File: src/logic/rename_pkg.sv
package rename_pkg;

    ////////////////////
    // sizes

    localparam int arch_count = 32;
    localparam int phys_count = 64;
    localparam int tag_width  = 6;
    localparam int page_count = 8;
    localparam int free_depth = phys_count - arch_count;

    // the extra pointer bit tells a full free list from an empty one.
    localparam int free_idx_width = $clog2(free_depth);
    localparam int free_ptr_width = free_idx_width + 1;

    typedef logic [$clog2(arch_count)-1:0] arch_idx_t;
    typedef logic [tag_width-1:0]          phys_tag_t;
    typedef logic [$clog2(page_count)-1:0] page_idx_t;
    typedef logic [free_idx_width-1:0]     free_idx_t;
    typedef logic [free_ptr_width-1:0]     free_ptr_t;

    ////////////////////
    // major opcodes

    typedef enum logic [6:0] {
        op_load   = 7'b0000011,
        op_op_imm = 7'b0010011,
        op_auipc  = 7'b0010111,
        op_store  = 7'b0100011,
        op_op     = 7'b0110011,
        op_lui    = 7'b0110111,
        op_branch = 7'b1100011,
        op_jalr   = 7'b1100111,
        op_jal    = 7'b1101111
    } rv_opcode_e;

    ////////////////////
    // stage interfaces

    typedef struct packed {
        rv_opcode_e opcode;
        arch_idx_t  rs1;
        arch_idx_t  rs2;
        arch_idx_t  rd;
        logic       save;       // branch asks for a checkpoint.
        page_idx_t  save_page;
    } rename_req_t;

    typedef struct packed {
        phys_tag_t src1_tag;
        logic      src1_used;
        phys_tag_t src2_tag;
        logic      src2_used;
        phys_tag_t dst_tag;
        phys_tag_t old_tag;     // released by commit later.
        logic      dst_used;
    } rename_rsp_t;

    typedef struct packed {
        logic      valid;
        phys_tag_t tag;
    } commit_t;

endpackage

File: src/logic/rename_ctrl.sv
`timescale 1ns/1ps

module rename_ctrl import rename_pkg::*; (
    input  logic        clk,
    input  logic        reset,
    input  logic        req_valid,
    input  rename_req_t req,
    input  logic        restore_valid,
    input  logic        free_empty,
    input  phys_tag_t   head_tag,
    input  phys_tag_t   src1_map,
    input  phys_tag_t   src2_map,
    input  phys_tag_t   rd_old_map,
    output logic        stall,
    output logic        alloc,
    output logic        map_we,
    output arch_idx_t   map_wr_idx,
    output phys_tag_t   map_wr_tag,
    output logic        save_en,
    output logic        rsp_valid,
    output rename_rsp_t rsp
);

    logic uses_rs1;
    logic uses_rs2;
    logic writes_rd;
    logic src1_used;
    logic src2_used;
    logic dst_used;
    logic accept;

    ////////////////////
    // opcode classes

    always_comb begin
        uses_rs1  = 1'b1;
        uses_rs2  = 1'b1;
        writes_rd = 1'b1;
        case (req.opcode)
            op_jalr, op_load, op_op_imm: begin
                uses_rs2 = 1'b0;
            end
            op_lui, op_auipc, op_jal: begin
                uses_rs1 = 1'b0;
                uses_rs2 = 1'b0;
            end
            op_store, op_branch: begin
                writes_rd = 1'b0;
            end
            default: ;                                   // register-register form.
        endcase
    end

    // x0 is hardwired to tag 0 and never renamed.
    assign src1_used = uses_rs1 && (req.rs1 != '0);
    assign src2_used = uses_rs2 && (req.rs2 != '0);
    assign dst_used  = writes_rd && (req.rd != '0);

    ////////////////////
    // handshake and strobes

    assign stall  = restore_valid || (req_valid && dst_used && free_empty);
    assign accept = req_valid && !stall;

    assign alloc      = accept && dst_used;            // pops the free-list head.
    assign map_we     = alloc;
    assign map_wr_idx = req.rd;
    assign map_wr_tag = head_tag;
    assign save_en    = accept && req.save;            // after this rename and pop.

    ////////////////////
    // response register

    always_ff @(posedge clk) begin
        if (reset) begin
            rsp_valid <= 1'b0;
        end else begin
            rsp_valid <= accept;
        end
    end

    always_ff @(posedge clk) begin
        if (accept) begin
            rsp.src1_tag  <= src1_used ? src1_map : '0;
            rsp.src1_used <= src1_used;
            rsp.src2_tag  <= src2_used ? src2_map : '0;
            rsp.src2_used <= src2_used;
            rsp.dst_tag   <= dst_used ? head_tag : '0;
            rsp.old_tag   <= dst_used ? rd_old_map : '0;
            rsp.dst_used  <= dst_used;
        end
    end

endmodule

File: src/logic/rat_map_table.sv
`timescale 1ns/1ps

module rat_map_table import rename_pkg::*; (
    input  logic      clk,
    input  logic      reset,
    input  arch_idx_t rd_idx1,
    input  arch_idx_t rd_idx2,
    input  arch_idx_t rd_idx3,
    input  logic      we,
    input  arch_idx_t wr_idx,
    input  phys_tag_t wr_tag,
    input  logic      save_en,
    input  page_idx_t save_page,
    input  logic      restore_en,
    input  page_idx_t restore_page,
    output phys_tag_t map1,
    output phys_tag_t map2,
    output phys_tag_t map3
);

    phys_tag_t [arch_count-1:0] map_q;
    phys_tag_t [arch_count-1:0] map_next;             // map with this cycle's write.
    phys_tag_t [arch_count-1:0] ckpt_q [page_count];

    ////////////////////
    // lookups

    // reads see the table before this cycle's write.
    assign map1 = map_q[rd_idx1];
    assign map2 = map_q[rd_idx2];
    assign map3 = map_q[rd_idx3];

    always_comb begin
        map_next = map_q;
        if (we) begin
            map_next[wr_idx] = wr_tag;
        end
    end

    ////////////////////
    // current mapping

    always_ff @(posedge clk) begin
        if (reset) begin
            for (int i = 0; i < arch_count; i++) begin
                map_q[i] <= phys_tag_t'(i);            // identity at start.
            end
        end else if (restore_en) begin
            map_q <= ckpt_q[restore_page];             // restore wins over a write.
        end else begin
            map_q <= map_next;
        end
    end

    ////////////////////
    // checkpoint pages

    // a page is only read after it was saved by a branch.
    always_ff @(posedge clk) begin
        if (save_en) begin
            ckpt_q[save_page] <= map_next;
        end
    end

endmodule

File: src/logic/free_list.sv
`timescale 1ns/1ps

module free_list import rename_pkg::*; (
    input  logic      clk,
    input  logic      reset,
    input  logic      pop,
    input  commit_t   commit_release,
    input  logic      save_en,
    input  page_idx_t save_page,
    input  logic      restore_en,
    input  page_idx_t restore_page,
    output phys_tag_t head_tag,
    output logic      empty
);

    phys_tag_t tag_q [free_depth];
    free_ptr_t rd_ptr_q;
    free_ptr_t wr_ptr_q;
    free_ptr_t count_q;                                // 0 to free_depth.
    free_ptr_t ckpt_ptr_q [page_count];
    free_ptr_t rd_ptr_next;
    free_ptr_t wr_ptr_next;

    assign rd_ptr_next = rd_ptr_q + free_ptr_t'(pop);
    assign wr_ptr_next = wr_ptr_q + free_ptr_t'(commit_release.valid);

    assign head_tag = tag_q[free_idx_t'(rd_ptr_q)];
    assign empty    = (count_q == '0);

    ////////////////////
    // pointers and count

    always_ff @(posedge clk) begin
        if (reset) begin
            rd_ptr_q <= '0;
            wr_ptr_q <= free_ptr_t'(free_depth);      // full, wrap bit set.
            count_q  <= free_ptr_t'(free_depth);
        end else begin
            wr_ptr_q <= wr_ptr_next;
            if (restore_en) begin
                rd_ptr_q <= ckpt_ptr_q[restore_page];
                count_q  <= wr_ptr_next - ckpt_ptr_q[restore_page];
            end else begin
                rd_ptr_q <= rd_ptr_next;
                count_q  <= count_q + free_ptr_t'(commit_release.valid) - free_ptr_t'(pop);
            end
        end
    end

    ////////////////////
    // tag storage

    // the free tags 32 to 63 sit in order after reset.
    always_ff @(posedge clk) begin
        if (reset) begin
            for (int i = 0; i < free_depth; i++) begin
                tag_q[i] <= phys_tag_t'(arch_count + i);
            end
        end else if (commit_release.valid) begin
            tag_q[free_idx_t'(wr_ptr_q)] <= commit_release.tag;
        end
    end

    // the saved pointer already includes the branch's own pop.
    always_ff @(posedge clk) begin
        if (save_en) begin
            ckpt_ptr_q[save_page] <= rd_ptr_next;
        end
    end

endmodule

File: src/logic/rename_top.sv
`timescale 1ns/1ps

module rename_top import rename_pkg::*; (
    input  logic        clk,
    input  logic        reset,
    input  logic        req_valid,
    input  rename_req_t req,
    input  logic        restore_valid,
    input  page_idx_t   restore_page,
    input  commit_t     commit_release,
    output logic        stall,
    output logic        rsp_valid,
    output rename_rsp_t rsp
);

    logic      free_empty;
    phys_tag_t head_tag;
    phys_tag_t src1_map;
    phys_tag_t src2_map;
    phys_tag_t rd_old_map;
    logic      alloc;
    logic      map_we;
    arch_idx_t map_wr_idx;
    phys_tag_t map_wr_tag;
    logic      save_en;

    ////////////////////
    // control

    rename_ctrl ctrl0 (
        .clk           (clk),
        .reset         (reset),
        .req_valid     (req_valid),
        .req           (req),
        .restore_valid (restore_valid),
        .free_empty    (free_empty),
        .head_tag      (head_tag),
        .src1_map      (src1_map),
        .src2_map      (src2_map),
        .rd_old_map    (rd_old_map),
        .stall         (stall),
        .alloc         (alloc),
        .map_we        (map_we),
        .map_wr_idx    (map_wr_idx),
        .map_wr_tag    (map_wr_tag),
        .save_en       (save_en),
        .rsp_valid     (rsp_valid),
        .rsp           (rsp)
    );

    ////////////////////
    // datapath

    // the third lookup gives the tag that rd held before this rename.
    rat_map_table rat0 (
        .clk          (clk),
        .reset        (reset),
        .rd_idx1      (req.rs1),
        .rd_idx2      (req.rs2),
        .rd_idx3      (req.rd),
        .we           (map_we),
        .wr_idx       (map_wr_idx),
        .wr_tag       (map_wr_tag),
        .save_en      (save_en),
        .save_page    (req.save_page),
        .restore_en   (restore_valid),
        .restore_page (restore_page),
        .map1         (src1_map),
        .map2         (src2_map),
        .map3         (rd_old_map)
    );

    free_list free0 (
        .clk            (clk),
        .reset          (reset),
        .pop            (alloc),
        .commit_release (commit_release),
        .save_en        (save_en),
        .save_page      (req.save_page),
        .restore_en     (restore_valid),
        .restore_page   (restore_page),
        .head_tag       (head_tag),
        .empty          (free_empty)
    );

endmodule

File: config.mk
export PLATFORM = sky130hd
export DESIGN_NAME = rename_top
export DESIGN_NICKNAME = d
export VERILOG_FILES = /design/src/logic/rename_pkg.sv /design/src/logic/rename_ctrl.sv /design/src/logic/rat_map_table.sv /design/src/logic/free_list.sv /design/src/logic/rename_top.sv
export SDC_FILE = /design/constraint.sdc
export NUM_CORES = 2
export LEC_CHECK = 0
export BUFFER_PORTS_ARGS = -buffer_cell sky130_fd_sc_hd__buf_2
export CAP_MARGIN = 10
export CORE_ASPECT_RATIO = 0.8
export CORE_MARGIN = 2
export CORE_UTILIZATION = 25
export DETAILED_ROUTE_END_ITERATION = 7
export PLACE_DENSITY = 0.35
export REMOVE_ABC_BUFFERS = 1
export SYNTH_ARGS = -nofsm -noshare
export SYNTH_HDL_FRONTEND = slang
export SYNTH_SLANG_ARGS = --single-unit
export TNS_END_PERCENT = 5
File: constraint.sdc
create_clock -name clk -period 23.7 [get_ports clk]
set_input_delay 1.185 -clock clk [delete_from_list [all_inputs] [get_ports clk]]
set_output_delay 1.185 -clock clk [all_outputs]
set_load 0.005 [all_outputs]
* Word-level counts from Yosys, hierarchy flattened *
Memory sizes are Yosys's and may differ from the RTL's. A register that Yosys moved wholly into a read port is not among the register bits.
Index checks and enable logic that the tools add are counted.

operators by class
  add/sub/neg operators = 5
  magnitude comparators = 4
  equal/unequal tests = 8
  multiplexer cells = 27
  reduce and logical (&&, ||, !) cells = 19

operators by type and width
  cell                number
  $mux 192            2
  $bwmux 192          1
  $bmux 6 s5          3
  $mux 6              7
  $demux 6 s5         1
  $eq 7x7->1 const B  3
  $add 6x1->6         3
  $lt 5x6->1 const B  3
  $reduce_bool 5->1   3
  $eq 7x5->1 const B  2
  $eq 7x6->1 const B  2
  $reduce_or 6->1     2
  $mux 1              11
  $mux 5              2
  $logic_and 1x1->1   9
  $eq 7x2->1 const B  1
  $logic_not 6->1     1
  $sub 6x1->6         1
  $sub 6x6->6         1
  $ge 5x1->1 const B  1
  $reduce_or 3->1     1
  $reduce_or 2->1     1
  $logic_not 1->1     1
  $logic_or 1x1->1    1

storage, ports and cells
  register bits after elaboration = 238
  RAM bits = 1,776
  input port bits = 40
  memories = 3

memories
  name              words  bits a word  rd ports  clocked after memory_dff  wr ports  RTL line             RTL
  rat0.ckpt_q       8      192          1         0                         1         rat_map_table.sv:23  phys_tag_t [arch_count-1:0] ckpt_q [page_count];
  free0.tag_q       32     6            1         1                         32        free_list.sv:16      phys_tag_t tag_q [free_depth];
  free0.ckpt_ptr_q  8      6            1         0                         1         free_list.sv:20      free_ptr_t ckpt_ptr_q [page_count];

* Depth between registers and ports, before layout *
  word-level depth = 13
  gate-level depth with buffers = 16

* Cells and area by module *
A second synthesis with hierarchy kept.

unflattened totals
  cells, all modules = 4,282
  area total of the unflattened synthesis = 84,139.4 um2

by module, submodules not included
  module         instances  cells each  area an instance (um2)  sequential area each (um2)
  rat_map_table  1          3,371       70,926.8                49,967.9
  free_list      1          821         11,900.2                7,567.3
  rename_ctrl    1          90          1,312.5                 830.8

* Worst setup path after synthesis *
No wires, ideal clock.

  path kind = input port to flip-flop
  start point = input req[22] (netlist bit)
  end point = memory free0.ckpt_ptr_q[1][0] (netlist bit) (enable)
  arrival time = 17.604 ns
  path slack = 5.095 ns
  cell stages on the path = 6
  buffers on the path = 0
  cells stage by stage = or4b_2 o21ai_0 inv_1 a21oi_1 nand3_1 nor3_1

between the ends
  cells in the longest elaborated chain, start to end = 12
  elaborated cells on any way between the ends = 13

ends and longest elaborated chain
  element                                          RTL line           RTL
  start, declared                                  rename_top.sv:7    input rename_req_t req,
  $eq 7x6->1 / $eq 7x7->1 (equally long branches)  rename_ctrl.sv:39  case (req.opcode)
  $reduce_or 2->1 (*)                              rename_ctrl.sv:39
  $mux 1 (*)                                       rename_ctrl.sv:39
  $logic_and 1x1->1 (*)                            rename_ctrl.sv:57  assign dst_used = writes_rd && (req.rd != '0);
  named net ctrl0.dst_used                         rename_ctrl.sv:29  logic dst_used;
  $logic_and 1x1->1 (*) (2 in a row)               rename_ctrl.sv:62  assign stall = restore_valid || (req_valid && dst_used && free_empty);
  $logic_or 1x1->1 (*)                             rename_ctrl.sv:62
  $logic_not 1->1 (*)                              rename_ctrl.sv:63  assign accept = req_valid && !stall;
  $logic_and 1x1->1 (*)                            rename_ctrl.sv:63
  named net ctrl0.accept                           rename_ctrl.sv:30  logic accept;
  $logic_and 1x1->1 (*)                            rename_ctrl.sv:69  assign save_en = accept && req.save;
  $mux 1 (*)                                       free_list.sv:66    if (save_en) begin
  $mux 1 (not written as such) (*)                 free_list.sv:67    ckpt_ptr_q[save_page] <= rd_ptr_next;
  end, declared                                    free_list.sv:20

The timed path passes the listed nets; every way through them passes the cells marked *.

* Worst setup path after layout *
  start point = input req[22] (netlist bit)
  end point = memory rat0.ckpt_q[5][164] (netlist bit) (enable)

between the ends
  cells in the longest elaborated chain, start to end = 12
  elaborated cells on any way between the ends = 13

ends and longest elaborated chain
  element                                          RTL line             RTL
  $eq 7x6->1 / $eq 7x7->1 (equally long branches)  rename_ctrl.sv:39
  $reduce_or 2->1 (*)                              rename_ctrl.sv:39
  $mux 1 (*)                                       rename_ctrl.sv:39
  $logic_and 1x1->1 (*)                            rename_ctrl.sv:57
  named net ctrl0.dst_used                         rename_ctrl.sv:29
  $logic_and 1x1->1 (*) (2 in a row)               rename_ctrl.sv:62
  $logic_or 1x1->1 (*)                             rename_ctrl.sv:62
  $logic_not 1->1 (*)                              rename_ctrl.sv:63
  $logic_and 1x1->1 (*)                            rename_ctrl.sv:63
  named net ctrl0.accept                           rename_ctrl.sv:30
  $logic_and 1x1->1 (*)                            rename_ctrl.sv:69
  $mux 1 (*)                                       rat_map_table.sv:60  if (save_en) begin
  $mux 1 (not written as such) (*)                 rat_map_table.sv:61  ckpt_q[save_page] <= map_next;
  end, declared                                    rat_map_table.sv:23

Marked as above.

==> metrics.md <==
| Metric | Value |
|---|---|
| Final core occ | `0.288` |
| Largest net degree at the start of global routing | `108` |
| Hold depth | `2` |
| CTS H-tree depth | `4` |
| Total Routing Usage GR | `0.164` |
| Mux contribution to synthesized area | `0.175` |
| CP Launch Type | `input pin` |
| First-pass GRT wire length | `405000 um` |
| Total wire length | `289000 um` |
| Critical path arrival | `6.46 ns` |
| Most common cell after layout, fill and taps aside | `edfxtp_1` |
| CTS tree | `built` |
| Crit path kind | `in2reg` |
| Die area | `0.345 mm2` |
| Pre-Repair DR Iteration Count | `6` |
| Num CTS Buffers | `224` |
| Placed cell area | `0.0906 mm2` |
| Total clock sinks | `2014` |
| Post-synthesis cell area | `0.0850 mm2` |
| PwrDens | `82.9 mW/mm2` |
| Relative slew slack | `0.104` |
| Number of flops mapped to enable cells by yosys | `1803` |
| Io pins | `69` |
| Post-Synth XOR/XNOR Area | `0.00124` |
| Vias in the first global route | `48.7k` |
| Outcome | `completed` |
| Crit path max fanout | `93` |
| Async SR Flop Fraction | `0` |
| WHS Endpoint | `free0.tag_q[11][3]` |
| Cell area after layout | `0.0976 mm2` |
| Simple-gate share of the synthesized area | `0.0500` |
| Sequential power share | `0.497` |
| Hold_sp | `commit_release[3]` |
| Worst vdd ir | `0.0548 mV` |
| Cts repair resizes | `0` |
| DRT antenna net count | `0` |
| Vias post-DR | `47.7k` |
| Port bufs | `68` |
| Yosys warning total | `0` |
| Fin nets | `4959` |
| Gr ovfl total | `0` |
| Pint | `6.08 mW` |
| Initial core utilization | `0.251` |
| DR DRC count | `0` |
| Logic pwr share | `0.086` |
| Routability congestion estimate | `0.788` |
| Compound-Gate Fraction of Synth Area | `0.0625` |
| Reg-to-reg slack, setup | `18.02 ns` |
| Final setup violation count | `0` |
| Post-DP HPWL | `167000 um` |
| First DRT Iteration DRCs | `4391` |
| Worst-path clk slew | `0.06 ns` |
| Adder-Cell Fraction of Synth Area | `0.00297` |
| Core Rows | `191` |
| Final period utilization | `0.253` |
| MaxCap Viol Count | `0` |
| Fmax | `0.167 GHz` |
| Commonest cells after routing, fill and taps aside | `1803 x edfxtp_1, 544 x mux4_2, 261 x nor2_1, 245 x mux2i_1, 224 x clkbuf_16` |
| Core Region | `0.338 mm2` |
| Clk Latency, worst-skew pair | `0.90 ns` |
| Chip Width | `656 um` |
| Setup crit end kind | `flop` |
| Top cell type's share of synthesized area | `0.637` |
| WL/cell | `30.0 um` |
| Worst min-delay path category | `in2reg` |
| Die H | `525 um` |
| Clock Path Buffers | `4` |
| Routed vias/inst | `4.95` |
| CTS Root Cell | `clkbuf_16` |
| Most common cell on crit path | `buf_4` |
| Setup Skew | `0.102 ns` |
| Main synth FF type | `edfxtp_1` |
| RSZ-0062 raised after global routing | `false` |
| Largest family of logic cells by synthesized area | `multiplexers` |
| Critical path depth in cells | `10` |
| CTS Hold Buffers Added | `0` |
| Clock Power Share | `0.417` |
| Fin crit period | `6.00 ns` |
| Final TNS setup | `0 ns` |
| Switch share | `0.249` |
| Least-Margin Pin Slew | `1.34 ns` |
| Post-CTS Setup Bufs | `0` |
| Synth top area cells | `edfxtp_1 64%, mux4_2 14%, dfxtp_1 5.0%` |
| R2R depth | `8` |
| Critical path buffers and inverters | `5` |
| Synth unique cells | `59` |
| Worst EP required | `24.16 ns` |
| R2r endpoint | `rat0.ckpt_q[4][67]` |
| Yosys top cell by area | `edfxtp_1` |
| Area growth syn-to-layout | `14.8%` |
| CP max stage delay | `0.97 ns` |
| LEAKAGE | `29.8 nW` |
| Share of cells above drive strength 1 | `0.222` |
| Mean area per synthesized cell | `17.3 um2` |
| Mapped Cells | `4903` |
| Reg2Reg Launch Point | `free0.rd_ptr_q[0]` |
| Switching power total | `2.02 mW` |
| Final hold vios | `0` |
| Cell family with most CP delay | `simple AND/OR/NAND/NOR gates` |
| CP Cell Sequence | `buf_2 -> or4b_2 -> o21ai_1 -> buf_4 -> inv_1 -> a21oi_4 -> nand3_1 -> nor2_4 -> buf_12 -> buf_4` |
| Slew Viols, Final | `0` |
| Seq/Total Area, Yosys | `0.687` |
| Initial antenna violation count | `16` |
| Critical path's slowest cell | `nor2_4` |
| Yosys reg bits | `2014` |
==> through the flow <==
stage	setup slack [ns]	instances	power, mW	hold WS, ns
6_report	17.70	9632	8.09	0.597
5_1_grt	17.38	9629	8.39	0.554
4_1_cts	17.62	9618	8.21	0.512
3_5_place_dp	16.68	9209	4.80	0.590
3_3_place_gp	16.62	9209	4.80	0.580
2_1_floorplan	4.57	4468	4.40	0.497
==> kinds of logic (layout without fill, tap and decap cells) <==
| logic type | Yosys count | after routing |
|---|---|---|
| AOI/OAI and AO/OA | 744 | 744 |
| xor gates and xnor gates | 12 | 12 |
| adders and majority gates | 19 | 19 |
| buffers and inverters | 460 | 640 |
| DFF | 2014 | 2014 |
| muxes | 796 | 796 |
| other | 0 | 14 |
| and+or+nand+nor | 858 | 858 |
==> flip-flops by register name, indices dropped and copies added, names as in the netlist <==
signal,cells
free0.ckpt_ptr_q,48
ctrl0.rsp_valid,1
free0.count_q,6
ctrl0.rsp,27
free0.wr_ptr_q,6
free0.rd_ptr_q,6
rat0.ckpt_q,1536
rat0.map_q,192
free0.tag_q,192
==> worst max-delay path by stage <==
| stage | from | endpoint |
|---|---|---|
| floorplan | req[22] | free0.ckpt_ptr_q[1][0] |
| global placement | req[22] | rat0.ckpt_q[5][147] |
| detailed placement | req[22] | rat0.ckpt_q[5][147] |
| CTS | req[22] | rat0.ckpt_q[5][164] |
| global route | req[22] | rat0.ckpt_q[5][164] |
| finish | req[22] | rat0.ckpt_q[5][164] |
==> power groups by stage <==
| stage | Sequential [mW] | Combinational (mW) | Clock, mW |
|---|---|---|---|
| 2_1_floorplan | 4.07 | 0.335 | 0 |
| 3_3_place_gp | 4.09 | 0.708 | 0 |
| 3_5_place_dp | 4.09 | 0.710 | 0 |
| 4_1_cts | 4.02 | 0.711 | 3.48 |
| 5_1_grt | 4.02 | 0.748 | 3.62 |
| 6_report | 4.02 | 0.699 | 3.37 |
==> cell type report <==
class,count,area (um2)
Multi-Input combinational cell,2429,24900
Antenna cell,14,35.0
Clock inverter,124,986
Sequential cell,2014,58400
Timing Repair Buffer,206,1550
Tap cell,4535,5670
Fill cell,33500,241000
Inverter,25,101
Clock buffer,285,5940
==> cell usage after synthesis, types with 4 or more instances <==
library cell  instances
a22oi_1              40
mux4_2              544
xor2_1                6
xnor2_1               6
dfxtp_1             211
clkbuf_1            290
a2111oi_0            61
buf_2                86
a221oi_1             83
mux2i_1             245
o221ai_1             70
nand2_1             168
nand3b_1              8
inv_1                25
nor2_1              272
o31ai_1              10
a21oi_1             157
edfxtp_1           1803
a41oi_1              13
or3b_2                4
a211oi_1             15
a311oi_1             32
mux2i_4               5
and3_1                9
a31oi_1              16
or3_1                70
ha_1                 17
and2_1               39
buf_1                52
buf_4                 7
o2111ai_1            42
nand4_1              15
nor2b_1              69
nand2b_1              8
nor3_1               83
o21ai_1              13
o21ai_0             126
nor4_1               34
o32a_1               22
a22o_1               18
o41ai_1              20
nand3_1              44
or4b_2               22
==> metal layers <==
metal  GRT usage  wire length, um
met1       0.249           143000
met2       0.248           127000
met3      0.0218            12500
met4      0.0365             6220
met5           0               12
No activity file was read; power rests on OpenSTA's default activity.
